File: src/tiler_consts.svh
// Array geometry, widths and operation/format codes included by RTL and testbench sources
`ifndef TILER_CONSTS_SVH
`define TILER_CONSTS_SVH

// Processing array geometry
`define TILER_ARRAY_WIDTH  12
`define TILER_ARRAY_HEIGHT 4
`define TILER_PIPE_REGS    3
`define TILER_TILE         ((`TILER_ARRAY_HEIGHT) * ((`TILER_PIPE_REGS) + 1))

// Datapath widths
`define TILER_SIZE_W  16
`define TILER_COUNT_W 32

// FPU stage operations
`define TILER_FPU_FMADD  5'd0
`define TILER_FPU_ADD    5'd2
`define TILER_FPU_MUL    5'd3
`define TILER_FPU_MINMAX 5'd7

// Rounding modes
`define TILER_RND_RNE 3'd0
`define TILER_RND_RTZ 3'd1

// FPU formats
`define TILER_FPU_FP16    3'd2
`define TILER_FPU_FP8     3'd3
`define TILER_FPU_FP16ALT 3'd4
`define TILER_FPU_FP8ALT  3'd5

// GEMM operation codes from the host
`define TILER_GEMM_MATMUL 3'd0
`define TILER_GEMM_GEMM   3'd1
`define TILER_GEMM_ADDMAX 3'd2
`define TILER_GEMM_ADDMIN 3'd3
`define TILER_GEMM_MULMAX 3'd4
`define TILER_GEMM_MULMIN 3'd5
`define TILER_GEMM_MAXMIN 3'd6

// Input formats from the host
`define TILER_FMT_FLOAT16    3'd0
`define TILER_FMT_FLOAT8     3'd1
`define TILER_FMT_FLOAT16ALT 3'd2

`endif

File: src/tiler_pkg.sv
// Shared types of the tiling calculator referenced by scoped name from RTL and testbench
`include "tiler_consts.svh"

package tiler_pkg;

  // Matrix dimension as given by the host
  typedef logic [`TILER_SIZE_W-1:0] size_t;

  // Tile iteration count along one dimension
  typedef logic [`TILER_SIZE_W-1:0] iter_t;

  // Elements left over after the last full tile
  typedef logic [7:0] lftovr_t;

  // Total store, read and length counts
  typedef logic [`TILER_COUNT_W-1:0] count_t;

  // Host-side operation and format codes
  typedef logic [2:0] gemm_op_t;
  typedef logic [2:0] fmt_t;

  // Packed FPU operation selection word
  typedef logic [31:0] op_sel_t;

  // Four-phase handshake controller states
  typedef enum logic [1:0] {
    IDLE,
    BUSY,
    ACK
  } hs_state_e;

endpackage

File: src/tiler_cfg_if.sv
// Latched configuration and start/done pair between the register block and the calculator
`timescale 1ns/1ps

interface tiler_cfg_if;

  tiler_pkg::size_t    m_size;
  tiler_pkg::size_t    k_size;
  tiler_pkg::size_t    n_size;
  tiler_pkg::gemm_op_t gemm_op;
  tiler_pkg::fmt_t     in_fmt;

  // One-cycle pulses
  logic start;
  logic done;

  modport regs (
    output m_size, k_size, n_size, gemm_op, in_fmt, start,
    input  done
  );

  modport calc (
    input  m_size, k_size, n_size, gemm_op, in_fmt, start,
    output done
  );

endinterface

File: src/tiler_calc.sv
// Tile arithmetic, multiplier chain and FPU operation decode feeding the registered result
`timescale 1ns/1ps
`include "tiler_consts.svh"

module tiler_calc (
  input  logic               clk_int,
  input  logic               rst_ni,
  tiler_cfg_if.calc          cfg,
  output tiler_pkg::iter_t   x_rows_iter_o,
  output tiler_pkg::iter_t   x_cols_iter_o,
  output tiler_pkg::iter_t   w_rows_iter_o,
  output tiler_pkg::iter_t   w_cols_iter_o,
  output tiler_pkg::lftovr_t x_rows_lftovr_o,
  output tiler_pkg::lftovr_t x_cols_lftovr_o,
  output tiler_pkg::lftovr_t w_rows_lftovr_o,
  output tiler_pkg::lftovr_t w_cols_lftovr_o,
  output tiler_pkg::lftovr_t x_slots_o,
  output tiler_pkg::iter_t   tot_stores_o,
  output tiler_pkg::count_t  tot_x_read_o,
  output tiler_pkg::count_t  w_tot_len_o,
  output tiler_pkg::op_sel_t op_sel_o
);

  tiler_pkg::iter_t   x_rows_iter, x_cols_iter, w_cols_iter, w_rows_ceil;
  tiler_pkg::iter_t   w_rows_iter;
  tiler_pkg::lftovr_t x_rows_lftovr, x_cols_lftovr, w_rows_lftovr, w_cols_lftovr;
  tiler_pkg::lftovr_t x_slots;

  tiler_pkg::count_t prod_rw;
  logic [47:0]       prod_x;
  logic [47:0]       prod_w;
  logic              done_rw, done_x, done_w;
  logic              res_load;

  logic [2:0] st1_rnd, st2_rnd, fpu_fmt;
  logic [4:0] st1_op;
  logic       gemm_sel;

  tiler_dim_split #(.TILE_DIV(`TILER_ARRAY_WIDTH)) u_split_x_rows (
    .size_i(cfg.m_size), .full_o(), .lftovr_o(x_rows_lftovr), .iter_o(x_rows_iter)
  );
  tiler_dim_split #(.TILE_DIV(`TILER_TILE)) u_split_x_cols (
    .size_i(cfg.n_size), .full_o(), .lftovr_o(x_cols_lftovr), .iter_o(x_cols_iter)
  );
  tiler_dim_split #(.TILE_DIV(`TILER_TILE)) u_split_w_cols (
    .size_i(cfg.k_size), .full_o(), .lftovr_o(w_cols_lftovr), .iter_o(w_cols_iter)
  );
  tiler_dim_split #(.TILE_DIV(`TILER_ARRAY_HEIGHT)) u_split_w_rows (
    .size_i(cfg.n_size), .full_o(), .lftovr_o(w_rows_lftovr), .iter_o(w_rows_ceil)
  );

  // N and the X leftover padded up to whole array columns
  assign w_rows_iter = tiler_pkg::iter_t'(w_rows_ceil * `TILER_ARRAY_HEIGHT);
  assign x_slots = tiler_pkg::lftovr_t'((x_cols_lftovr + `TILER_ARRAY_HEIGHT - 1) /
                                        `TILER_ARRAY_HEIGHT * `TILER_ARRAY_HEIGHT);

  // x_rows * w_cols first, then both wide products off its done pulse
  tiler_seq_mult #(.A_W(16), .B_W(16)) u_mult_rw (
    .clk_int(clk_int), .rst_ni(rst_ni), .start_i(cfg.start),
    .a_i(x_rows_iter), .b_i(w_cols_iter), .done_o(done_rw), .prod_o(prod_rw)
  );
  tiler_seq_mult #(.A_W(16), .B_W(32)) u_mult_x (
    .clk_int(clk_int), .rst_ni(rst_ni), .start_i(done_rw),
    .a_i(x_cols_iter), .b_i(prod_rw), .done_o(done_x), .prod_o(prod_x)
  );
  tiler_seq_mult #(.A_W(16), .B_W(32)) u_mult_w (
    .clk_int(clk_int), .rst_ni(rst_ni), .start_i(done_rw),
    .a_i(w_rows_iter), .b_i(prod_rw), .done_o(done_w), .prod_o(prod_w)
  );

  assign res_load = done_x && done_w;
  assign cfg.done = res_load;

  always_comb begin
    st1_op  = `TILER_FPU_MINMAX;
    st1_rnd = `TILER_RND_RNE;
    st2_rnd = `TILER_RND_RTZ;
    case (cfg.gemm_op)
      `TILER_GEMM_MATMUL, `TILER_GEMM_GEMM: begin
        st1_op  = `TILER_FPU_FMADD;
        st2_rnd = `TILER_RND_RNE;
      end
      `TILER_GEMM_ADDMAX: st1_op = `TILER_FPU_ADD;
      `TILER_GEMM_ADDMIN: begin
        st1_op  = `TILER_FPU_ADD;
        st2_rnd = `TILER_RND_RNE;
      end
      `TILER_GEMM_MULMAX: st1_op = `TILER_FPU_MUL;
      `TILER_GEMM_MULMIN: begin
        st1_op  = `TILER_FPU_MUL;
        st2_rnd = `TILER_RND_RNE;
      end
      `TILER_GEMM_MAXMIN: begin
        st1_rnd = `TILER_RND_RTZ;
        st2_rnd = `TILER_RND_RNE;
      end
      default: st1_op = `TILER_FPU_MINMAX;
    endcase
  end

  always_comb begin
    case (cfg.in_fmt)
      `TILER_FMT_FLOAT16:    fpu_fmt = `TILER_FPU_FP16;
      `TILER_FMT_FLOAT8:     fpu_fmt = `TILER_FPU_FP8;
      `TILER_FMT_FLOAT16ALT: fpu_fmt = `TILER_FPU_FP16ALT;
      default:               fpu_fmt = `TILER_FPU_FP8ALT;
    endcase
  end

  assign gemm_sel = (cfg.gemm_op != `TILER_GEMM_MATMUL);

  always_ff @(posedge clk_int or negedge rst_ni) begin
    if (!rst_ni) begin
      x_rows_iter_o   <= '0;
      x_cols_iter_o   <= '0;
      w_rows_iter_o   <= '0;
      w_cols_iter_o   <= '0;
      x_rows_lftovr_o <= '0;
      x_cols_lftovr_o <= '0;
      w_rows_lftovr_o <= '0;
      w_cols_lftovr_o <= '0;
      x_slots_o       <= '0;
      tot_stores_o    <= '0;
      tot_x_read_o    <= '0;
      w_tot_len_o     <= '0;
      op_sel_o        <= '0;
    end else if (res_load) begin
      x_rows_iter_o   <= x_rows_iter;
      x_cols_iter_o   <= x_cols_iter;
      w_rows_iter_o   <= w_rows_iter;
      w_cols_iter_o   <= w_cols_iter;
      x_rows_lftovr_o <= x_rows_lftovr;
      x_cols_lftovr_o <= x_cols_lftovr;
      w_rows_lftovr_o <= w_rows_lftovr;
      w_cols_lftovr_o <= w_cols_lftovr;
      x_slots_o       <= x_slots;
      tot_stores_o    <= prod_rw[15:0];
      tot_x_read_o    <= prod_x[31:0];
      w_tot_len_o     <= prod_w[31:0];
      // Computing format follows the input format
      op_sel_o        <= {st1_rnd, st2_rnd, st1_op, `TILER_FPU_MINMAX,
                          fpu_fmt, fpu_fmt, 9'd0, gemm_sel};
    end
  end

endmodule

File: src/tiler_cfg_regs.sv
// Four-phase req/ack controller that latches the host configuration and starts the calculator
`timescale 1ns/1ps

module tiler_cfg_regs (
  input  logic                clk_int,
  input  logic                rst_ni,
  input  logic                req_i,
  input  tiler_pkg::size_t    m_size_i,
  input  tiler_pkg::size_t    k_size_i,
  input  tiler_pkg::size_t    n_size_i,
  input  tiler_pkg::gemm_op_t gemm_op_i,
  input  tiler_pkg::fmt_t     in_fmt_i,
  output logic                ack_o,
  tiler_cfg_if.regs           cfg
);

  tiler_pkg::hs_state_e state_q;
  logic                 start_q;
  logic                 cfg_load;

  tiler_pkg::size_t    m_size_q;
  tiler_pkg::size_t    k_size_q;
  tiler_pkg::size_t    n_size_q;
  tiler_pkg::gemm_op_t gemm_op_q;
  tiler_pkg::fmt_t     in_fmt_q;

  // A new request is only taken while idle
  assign cfg_load = (state_q == tiler_pkg::IDLE) && req_i;

  always_ff @(posedge clk_int or negedge rst_ni) begin
    if (!rst_ni) begin
      state_q <= tiler_pkg::IDLE;
      start_q <= 1'b0;
      ack_o   <= 1'b0;
    end else begin
      start_q <= 1'b0;
      case (state_q)
        tiler_pkg::IDLE: begin
          if (req_i) begin
            state_q <= tiler_pkg::BUSY;
            start_q <= 1'b1;
          end
        end
        tiler_pkg::BUSY: begin
          if (cfg.done) begin
            state_q <= tiler_pkg::ACK;
            ack_o   <= 1'b1;
          end
        end
        tiler_pkg::ACK: begin
          // Hold ack until the host withdraws its request
          if (!req_i) begin
            state_q <= tiler_pkg::IDLE;
            ack_o   <= 1'b0;
          end
        end
        default: state_q <= tiler_pkg::IDLE;
      endcase
    end
  end

  always_ff @(posedge clk_int) begin
    if (cfg_load) begin
      m_size_q  <= m_size_i;
      k_size_q  <= k_size_i;
      n_size_q  <= n_size_i;
      gemm_op_q <= gemm_op_i;
      in_fmt_q  <= in_fmt_i;
    end
  end

  assign cfg.m_size  = m_size_q;
  assign cfg.k_size  = k_size_q;
  assign cfg.n_size  = n_size_q;
  assign cfg.gemm_op = gemm_op_q;
  assign cfg.in_fmt  = in_fmt_q;
  assign cfg.start   = start_q;

endmodule

File: src/tiler_dim_split.sv
// Splits one matrix dimension into full tiles, leftover and rounded-up tile count
`timescale 1ns/1ps

module tiler_dim_split #(
  parameter int unsigned TILE_DIV = 16
) (
  input  tiler_pkg::size_t   size_i,
  output tiler_pkg::iter_t   full_o,
  output tiler_pkg::lftovr_t lftovr_o,
  output tiler_pkg::iter_t   iter_o
);

  localparam tiler_pkg::size_t DIV = tiler_pkg::size_t'(TILE_DIV);

  tiler_pkg::size_t quot;
  tiler_pkg::size_t rem;

  assign quot = size_i / DIV;
  assign rem  = size_i % DIV;

  assign full_o   = tiler_pkg::iter_t'(quot);
  assign lftovr_o = tiler_pkg::lftovr_t'(rem);

  // A partial tile still costs one more iteration
  always_comb begin
    if (rem != '0) begin
      iter_o = full_o + tiler_pkg::iter_t'(1);
    end else begin
      iter_o = full_o;
    end
  end

endmodule

File: src/tiler_seq_mult.sv
// Shift-add sequential multiplier that handles one multiplier bit per cycle after a start pulse
`timescale 1ns/1ps

module tiler_seq_mult #(
  parameter int unsigned A_W = 16,
  parameter int unsigned B_W = 16
) (
  input  logic                 clk_int,
  input  logic                 rst_ni,
  input  logic                 start_i,
  input  logic [A_W-1:0]       a_i,
  input  logic [B_W-1:0]       b_i,
  output logic                 done_o,
  output logic [A_W+B_W-1:0]   prod_o
);

  localparam int unsigned P_W   = A_W + B_W;
  localparam int unsigned CNT_W = $clog2(A_W);

  logic             busy_q;
  logic [CNT_W-1:0] cnt_q;
  logic [A_W-1:0]   a_q;
  logic [P_W-1:0]   b_q;
  logic [P_W-1:0]   acc_q;
  logic             load;

  // Starts arriving mid-run are dropped
  assign load = start_i && !busy_q;

  always_ff @(posedge clk_int or negedge rst_ni) begin
    if (!rst_ni) begin
      busy_q <= 1'b0;
      cnt_q  <= '0;
      done_o <= 1'b0;
    end else begin
      done_o <= 1'b0;
      if (load) begin
        busy_q <= 1'b1;
        cnt_q  <= CNT_W'(A_W - 1);
      end else if (busy_q) begin
        cnt_q <= cnt_q - CNT_W'(1);
        if (cnt_q == CNT_W'(1)) begin
          busy_q <= 1'b0;
          done_o <= 1'b1;
        end
      end
    end
  end

  // Bit 0 of the multiplier is consumed while loading
  always_ff @(posedge clk_int) begin
    if (load) begin
      a_q   <= a_i >> 1;
      b_q   <= P_W'(b_i) << 1;
      acc_q <= a_i[0] ? P_W'(b_i) : '0;
    end else if (busy_q) begin
      if (a_q[0]) begin
        acc_q <= acc_q + b_q;
      end
      a_q <= a_q >> 1;
      b_q <= b_q << 1;
    end
  end

  assign prod_o = acc_q;

endmodule

File: src/tiler_top.sv
// Top level of the tiling calculator with plain ports for the host and the four-phase handshake
`timescale 1ns/1ps

module tiler_top (
  input  logic                clk_int,
  input  logic                rst_ni,
  input  logic                req_i,
  input  tiler_pkg::size_t    m_size_i,
  input  tiler_pkg::size_t    k_size_i,
  input  tiler_pkg::size_t    n_size_i,
  input  tiler_pkg::gemm_op_t gemm_op_i,
  input  tiler_pkg::fmt_t     in_fmt_i,
  output logic                ack_o,
  output tiler_pkg::iter_t    x_rows_iter_o,
  output tiler_pkg::iter_t    x_cols_iter_o,
  output tiler_pkg::iter_t    w_rows_iter_o,
  output tiler_pkg::iter_t    w_cols_iter_o,
  output tiler_pkg::lftovr_t  x_rows_lftovr_o,
  output tiler_pkg::lftovr_t  x_cols_lftovr_o,
  output tiler_pkg::lftovr_t  w_rows_lftovr_o,
  output tiler_pkg::lftovr_t  w_cols_lftovr_o,
  output tiler_pkg::lftovr_t  x_slots_o,
  output tiler_pkg::iter_t    tot_stores_o,
  output tiler_pkg::count_t   tot_x_read_o,
  output tiler_pkg::count_t   w_tot_len_o,
  output tiler_pkg::op_sel_t  op_sel_o
);

  tiler_cfg_if cfg_if ();

  tiler_cfg_regs u_cfg_regs (
    .clk_int   (clk_int),
    .rst_ni    (rst_ni),
    .req_i     (req_i),
    .m_size_i  (m_size_i),
    .k_size_i  (k_size_i),
    .n_size_i  (n_size_i),
    .gemm_op_i (gemm_op_i),
    .in_fmt_i  (in_fmt_i),
    .ack_o     (ack_o),
    .cfg       (cfg_if)
  );

  tiler_calc u_calc (
    .clk_int         (clk_int),
    .rst_ni          (rst_ni),
    .cfg             (cfg_if),
    .x_rows_iter_o   (x_rows_iter_o),
    .x_cols_iter_o   (x_cols_iter_o),
    .w_rows_iter_o   (w_rows_iter_o),
    .w_cols_iter_o   (w_cols_iter_o),
    .x_rows_lftovr_o (x_rows_lftovr_o),
    .x_cols_lftovr_o (x_cols_lftovr_o),
    .w_rows_lftovr_o (w_rows_lftovr_o),
    .w_cols_lftovr_o (w_cols_lftovr_o),
    .x_slots_o       (x_slots_o),
    .tot_stores_o    (tot_stores_o),
    .tot_x_read_o    (tot_x_read_o),
    .w_tot_len_o     (w_tot_len_o),
    .op_sel_o        (op_sel_o)
  );

endmodule
File: config.mk
export PLATFORM = sky130hd
export DESIGN_NAME = tiler_top
export DESIGN_NICKNAME = d
export VERILOG_FILES = /design/src/tiler_pkg.sv /design/src/tiler_cfg_if.sv /design/src/tiler_calc.sv /design/src/tiler_cfg_regs.sv /design/src/tiler_dim_split.sv /design/src/tiler_seq_mult.sv /design/src/tiler_top.sv
export VERILOG_INCLUDE_DIRS = /design/src
export SDC_FILE = /design/constraint.sdc
export NUM_CORES = 1
export LEC_CHECK = 0
export ABC_AREA = 1
export BUFFER_PORTS_ARGS = -buffer_cell sky130_fd_sc_hd__buf_2
export CAP_MARGIN = 40
export CORE_MARGIN = 2
export CORE_UTILIZATION = 59
export CTS_CLUSTER_DIAMETER = 120
export DETAILED_ROUTE_END_ITERATION = 6
export PLACE_DENSITY = 0.81
export RECOVER_POWER = 25
export SYNTH_ARGS = -nofsm -noshare
export SYNTH_HDL_FRONTEND = slang
export SYNTH_SLANG_ARGS = --single-unit
File: constraint.sdc
create_clock -name clk_int -period 6 [get_ports clk_int]
set_input_delay 1.2 -clock clk_int [delete_from_list [all_inputs] [get_ports clk_int]]
set_output_delay 1.2 -clock clk_int [all_outputs]
set_load 0.03 [all_outputs]
==> flow_metrics.tcl <==
set metrics [dict create \
    synthesis.area_um2 23200 \
    postPlaceCellArea_um2 24700 \
    synth_area_leader_cell "edfxtp_1" \
    worstPathArrival_ns 5.44 \
    die_area_um2 40900 \
    status "finished with violations" \
    regToRegStartpoint "u_cfg_regs.cfg.m_size[14]" \
    crit_type "reg2reg" \
    slowest_stage "edfxtp_1" \
    met1_usage_pct 35.5 \
    core_um2 38700 \
    avgRoutedWirePerCell_um 16.3 \
    routed_wl_mm 53.8 \
    fin_area_um2 26200 \
    path_delay_family "simple AND/OR/NAND/NOR gates" \
    cts_buffers 48 \
    postLayoutCoreUtil_pct 67.6 \
    postCtsSetupRepairBufs 0 \
    postRouteAntennaNets 0 \
    fin_worst_skew_ns 0.0246 \
    synth-seq-cells 468 \
    drt_pass1_iterations 6 \
    start_util_pct 59.9 \
    hold_depth 1 \
    max_stage_delay_ns 0.42 \
    grt_use_total_pct 26.4 \
    hpwl_mm 37.2 \
    finalMaxSlewViolations 325 \
    worst_slew_pin_slew_ns 2.48 \
    grt_overflow 0 \
    rsz0062_at_grt "no" \
    grt_first_pass_wirelength_mm 87.7 \
    synth_top_area_share_pct 30.4 \
    start_kind "register" \
    htree_levels 2 \
    finalHoldViolCount 0 \
    cts_num_sinks 468 \
    worstSetupEndpointType "register" \
    num_io_pins 274 \
    worstPathRequired_ns 6.33 \
    timing.fmax_mhz 196 \
    chipHeight_um 202 \
    p_leak_uw 0.0129 \
    area_delta_synth_final_pct 12.8 \
    min_to "u_calc.u_mult_w.done_o" \
    antenna_found_initial 0 \
    period_minus_slack_ns 5.11 \
    r2r_end "u_calc.u_mult_rw.a_q[7]" \
    clk_pin_slew_ns 0.06 \
    avgSynthCellArea_um2 9.14 \
    clockBufferDepth 3 \
    vias_per_cell 5.49 \
    ctsHoldBuffers 0 \
    grt_most_used_layer "met2" \
    yosysWarnings 0 \
    grt_max_degree 157 \
    setup-violations-final 0 \
    grt_use_met3_pct 3.53 \
    slew_headroom_pct -65.0 \
    final_nets 2908 \
    cts_tree "done" \
    violations "max-capacitance violations, max-slew violations" \
    yosys-top-cells-area "edfxtp_1 (30%), dfrtp_1 (20%), nand2_1 (12%)" \
    reg2reg_setup_slack_ns 0.89 \
    numPortBuffers 229 \
    clk_root_buffer_cell "clkbuf_16" \
    setup_tns_ns 0 \
    drt_iter0_markers 1478 \
    hold_class "reg2reg" \
    p_per_area_nw_per_um2 539 \
    ctsResizeCount 0 \
    path_buf_inv 4 \
    gp_congestion 0.911 \
    grt_pass1_vias 17900 \
    ys_seq_area_share_pct 54.5 \
    path_common_cell "nand2_1" \
    maxCapViolCount 6 \
    worstHoldStart "u_calc.u_mult_w.cnt_q[3]" \
    min_period_over_period_pct 85.2 \
    antenna_cells 0 \
    critPathMaxFanout 11 \
    gr-usage-met2_pct 44.5 \
    synth_cells 2539 \
    ys_types 52 \
    die_x_um 202 \
    rr_worst_depth 40 \
    peakVddDrop_v 0.000269 \
    rows 72 \
    drc 0 \
    drive_gt1_share_pct 13.3 \
    vias 18100 \
    clk_latency_ns 0.59 \
]
## Yosys cell counts, drive strengths merged
master	n
nand2	770
inv	275
o21ai	244
edfxtp	235
dfrtp	186
nor2	125
a21oi	108
ha	101
buf	68
nand3	68
clkbuf	65
xor2	56
dfxtp	47
o22ai	26
xnor2	24
nor3	20
o211ai	16
nand4	14
o21bai	14
a31oi	13
o32ai	10
o21a	8
a211oi	6
or2	6
a21boi	4
o31ai	4
a21o	3
a221oi	3
a22oi	3
fa	3
nor4	3
a22o	2
clkinv	2
mux2i	2
a32o	1
and3	1
conb	1
nor4b	1
o2bb2ai	1
## worst register-to-register path: cells and delay by family, from the launching register on
kind / cells / cell delay [ns]
xor+xnor: 1 / 0.15
compound gates: 6 / 0.59
buf+inv: 4 / 0.31
fa+ha+maj: 1 / 0.28
simple gates: 28 / 3.11
flops: 1 / 0.42
## flip-flops by register name (all words and copies together) (netlist names), 16 cells and up
signal,count
u_calc.u_mult_x.prod_o,32
u_calc.u_mult_w.prod_o,31
u_calc.tot_x_read_o,32
u_calc.u_mult_rw.prod_o,32
u_cfg_regs.cfg.m_size,16
u_calc.w_tot_len_o,31
u_calc.u_mult_rw.b_q,31
u_calc.tot_stores_o,16
u_cfg_regs.cfg.n_size,16
u_cfg_regs.cfg.k_size,16
u_calc.u_mult_x.b_q,31
u_calc.u_mult_w.b_q,31
## worst max path at each step
stage	startpoint	to	slack, ns	depth (start not counted)
global route	u_cfg_regs.cfg.m_size[15]	u_calc.u_mult_rw.a_q[7]	0.27	38
floorplan	u_cfg_regs.cfg.m_size[14]	u_calc.u_mult_rw.a_q[7]	1.72	41
global placement	u_cfg_regs.cfg.m_size[14]	u_calc.u_mult_rw.a_q[7]	1.38	40
CTS	u_cfg_regs.cfg.m_size[14]	u_calc.u_mult_rw.a_q[7]	0.99	40
finish	u_cfg_regs.cfg.m_size[14]	u_calc.u_mult_rw.a_q[7]	0.89	40
detailed placement	u_cfg_regs.cfg.m_size[14]	u_calc.u_mult_rw.a_q[7]	1.02	40
## layer usage
layer	share of wire [%]	vias to the layer above
li1	-	8742
met3	6.8	103
met5	0	-
met1	43	8637
met4	2.4	0
met2	48	666
## cells in the final DEF, fill, tap and decap left out, drive strengths merged, types with 4 or more instances in the layout
cell    Yosys  layout
o32ai      10      10
ha        101     101
xnor2      24      24
nand4      14      14
a211oi      6       6
nor2      125     125
a21oi     108     108
nor3       20      20
clkbuf     65      79
or2         6       6
nand3      68      68
o22ai      26      26
a31oi      13      13
xor2       56      56
o211ai     16      16
inv       275     277
o21a        8       8
a21boi      4       4
o31ai       4       4
buf        68     238
dfxtp      47      47
clkinv      2      15
nand2     770     770
o21bai     14      14
o21ai     244     244
dfrtp     186     186
edfxtp    235     235
conb        1      45
## layout make-up
class                   instances  area, um2
clock inverters                20        190
fillers                      3026      12600
clock buffers                  70       1380
repair buffers                247       1310
flip-flops and latches        468      12700
well taps                     518        648
multi-input cells            1705       8970
inverters                     277       1040
## where the power goes
part / total, uW / leakage [uW] / internal [uW] / switching, uW
Combinational: 5740 / 0.00703 / 2100 / 3640
Clock: 2970 / 0.000763 / 1730 / 1250
Sequential: 5400 / 0.00515 / 4760 / 642
## kinds of logic after synthesis
group / share of synthesized area (%)
simple gates: 17.6
xor+xnor: 3.02
flops: 54.5
compound gates: 11.5
fa+ha+maj: 5.70
buf+inv: 7.59
mux: 0.0863
other cells: 0.0162
## stage by stage
step	instances	hold slack (ns)	total power [uW]	setup WS, ns
6_report	3305	0.463	14100	0.891
5_1_grt	3305	0.499	15100	0.273
4_1_cts	3305	0.460	14100	0.986
3_5_place_dp	3215	0.450	11000	1.02
3_3_place_gp	3212	0.452	10700	1.38
2_1_floorplan	2583	0.418	9610	1.72
(Power assumes the default switching activity.)
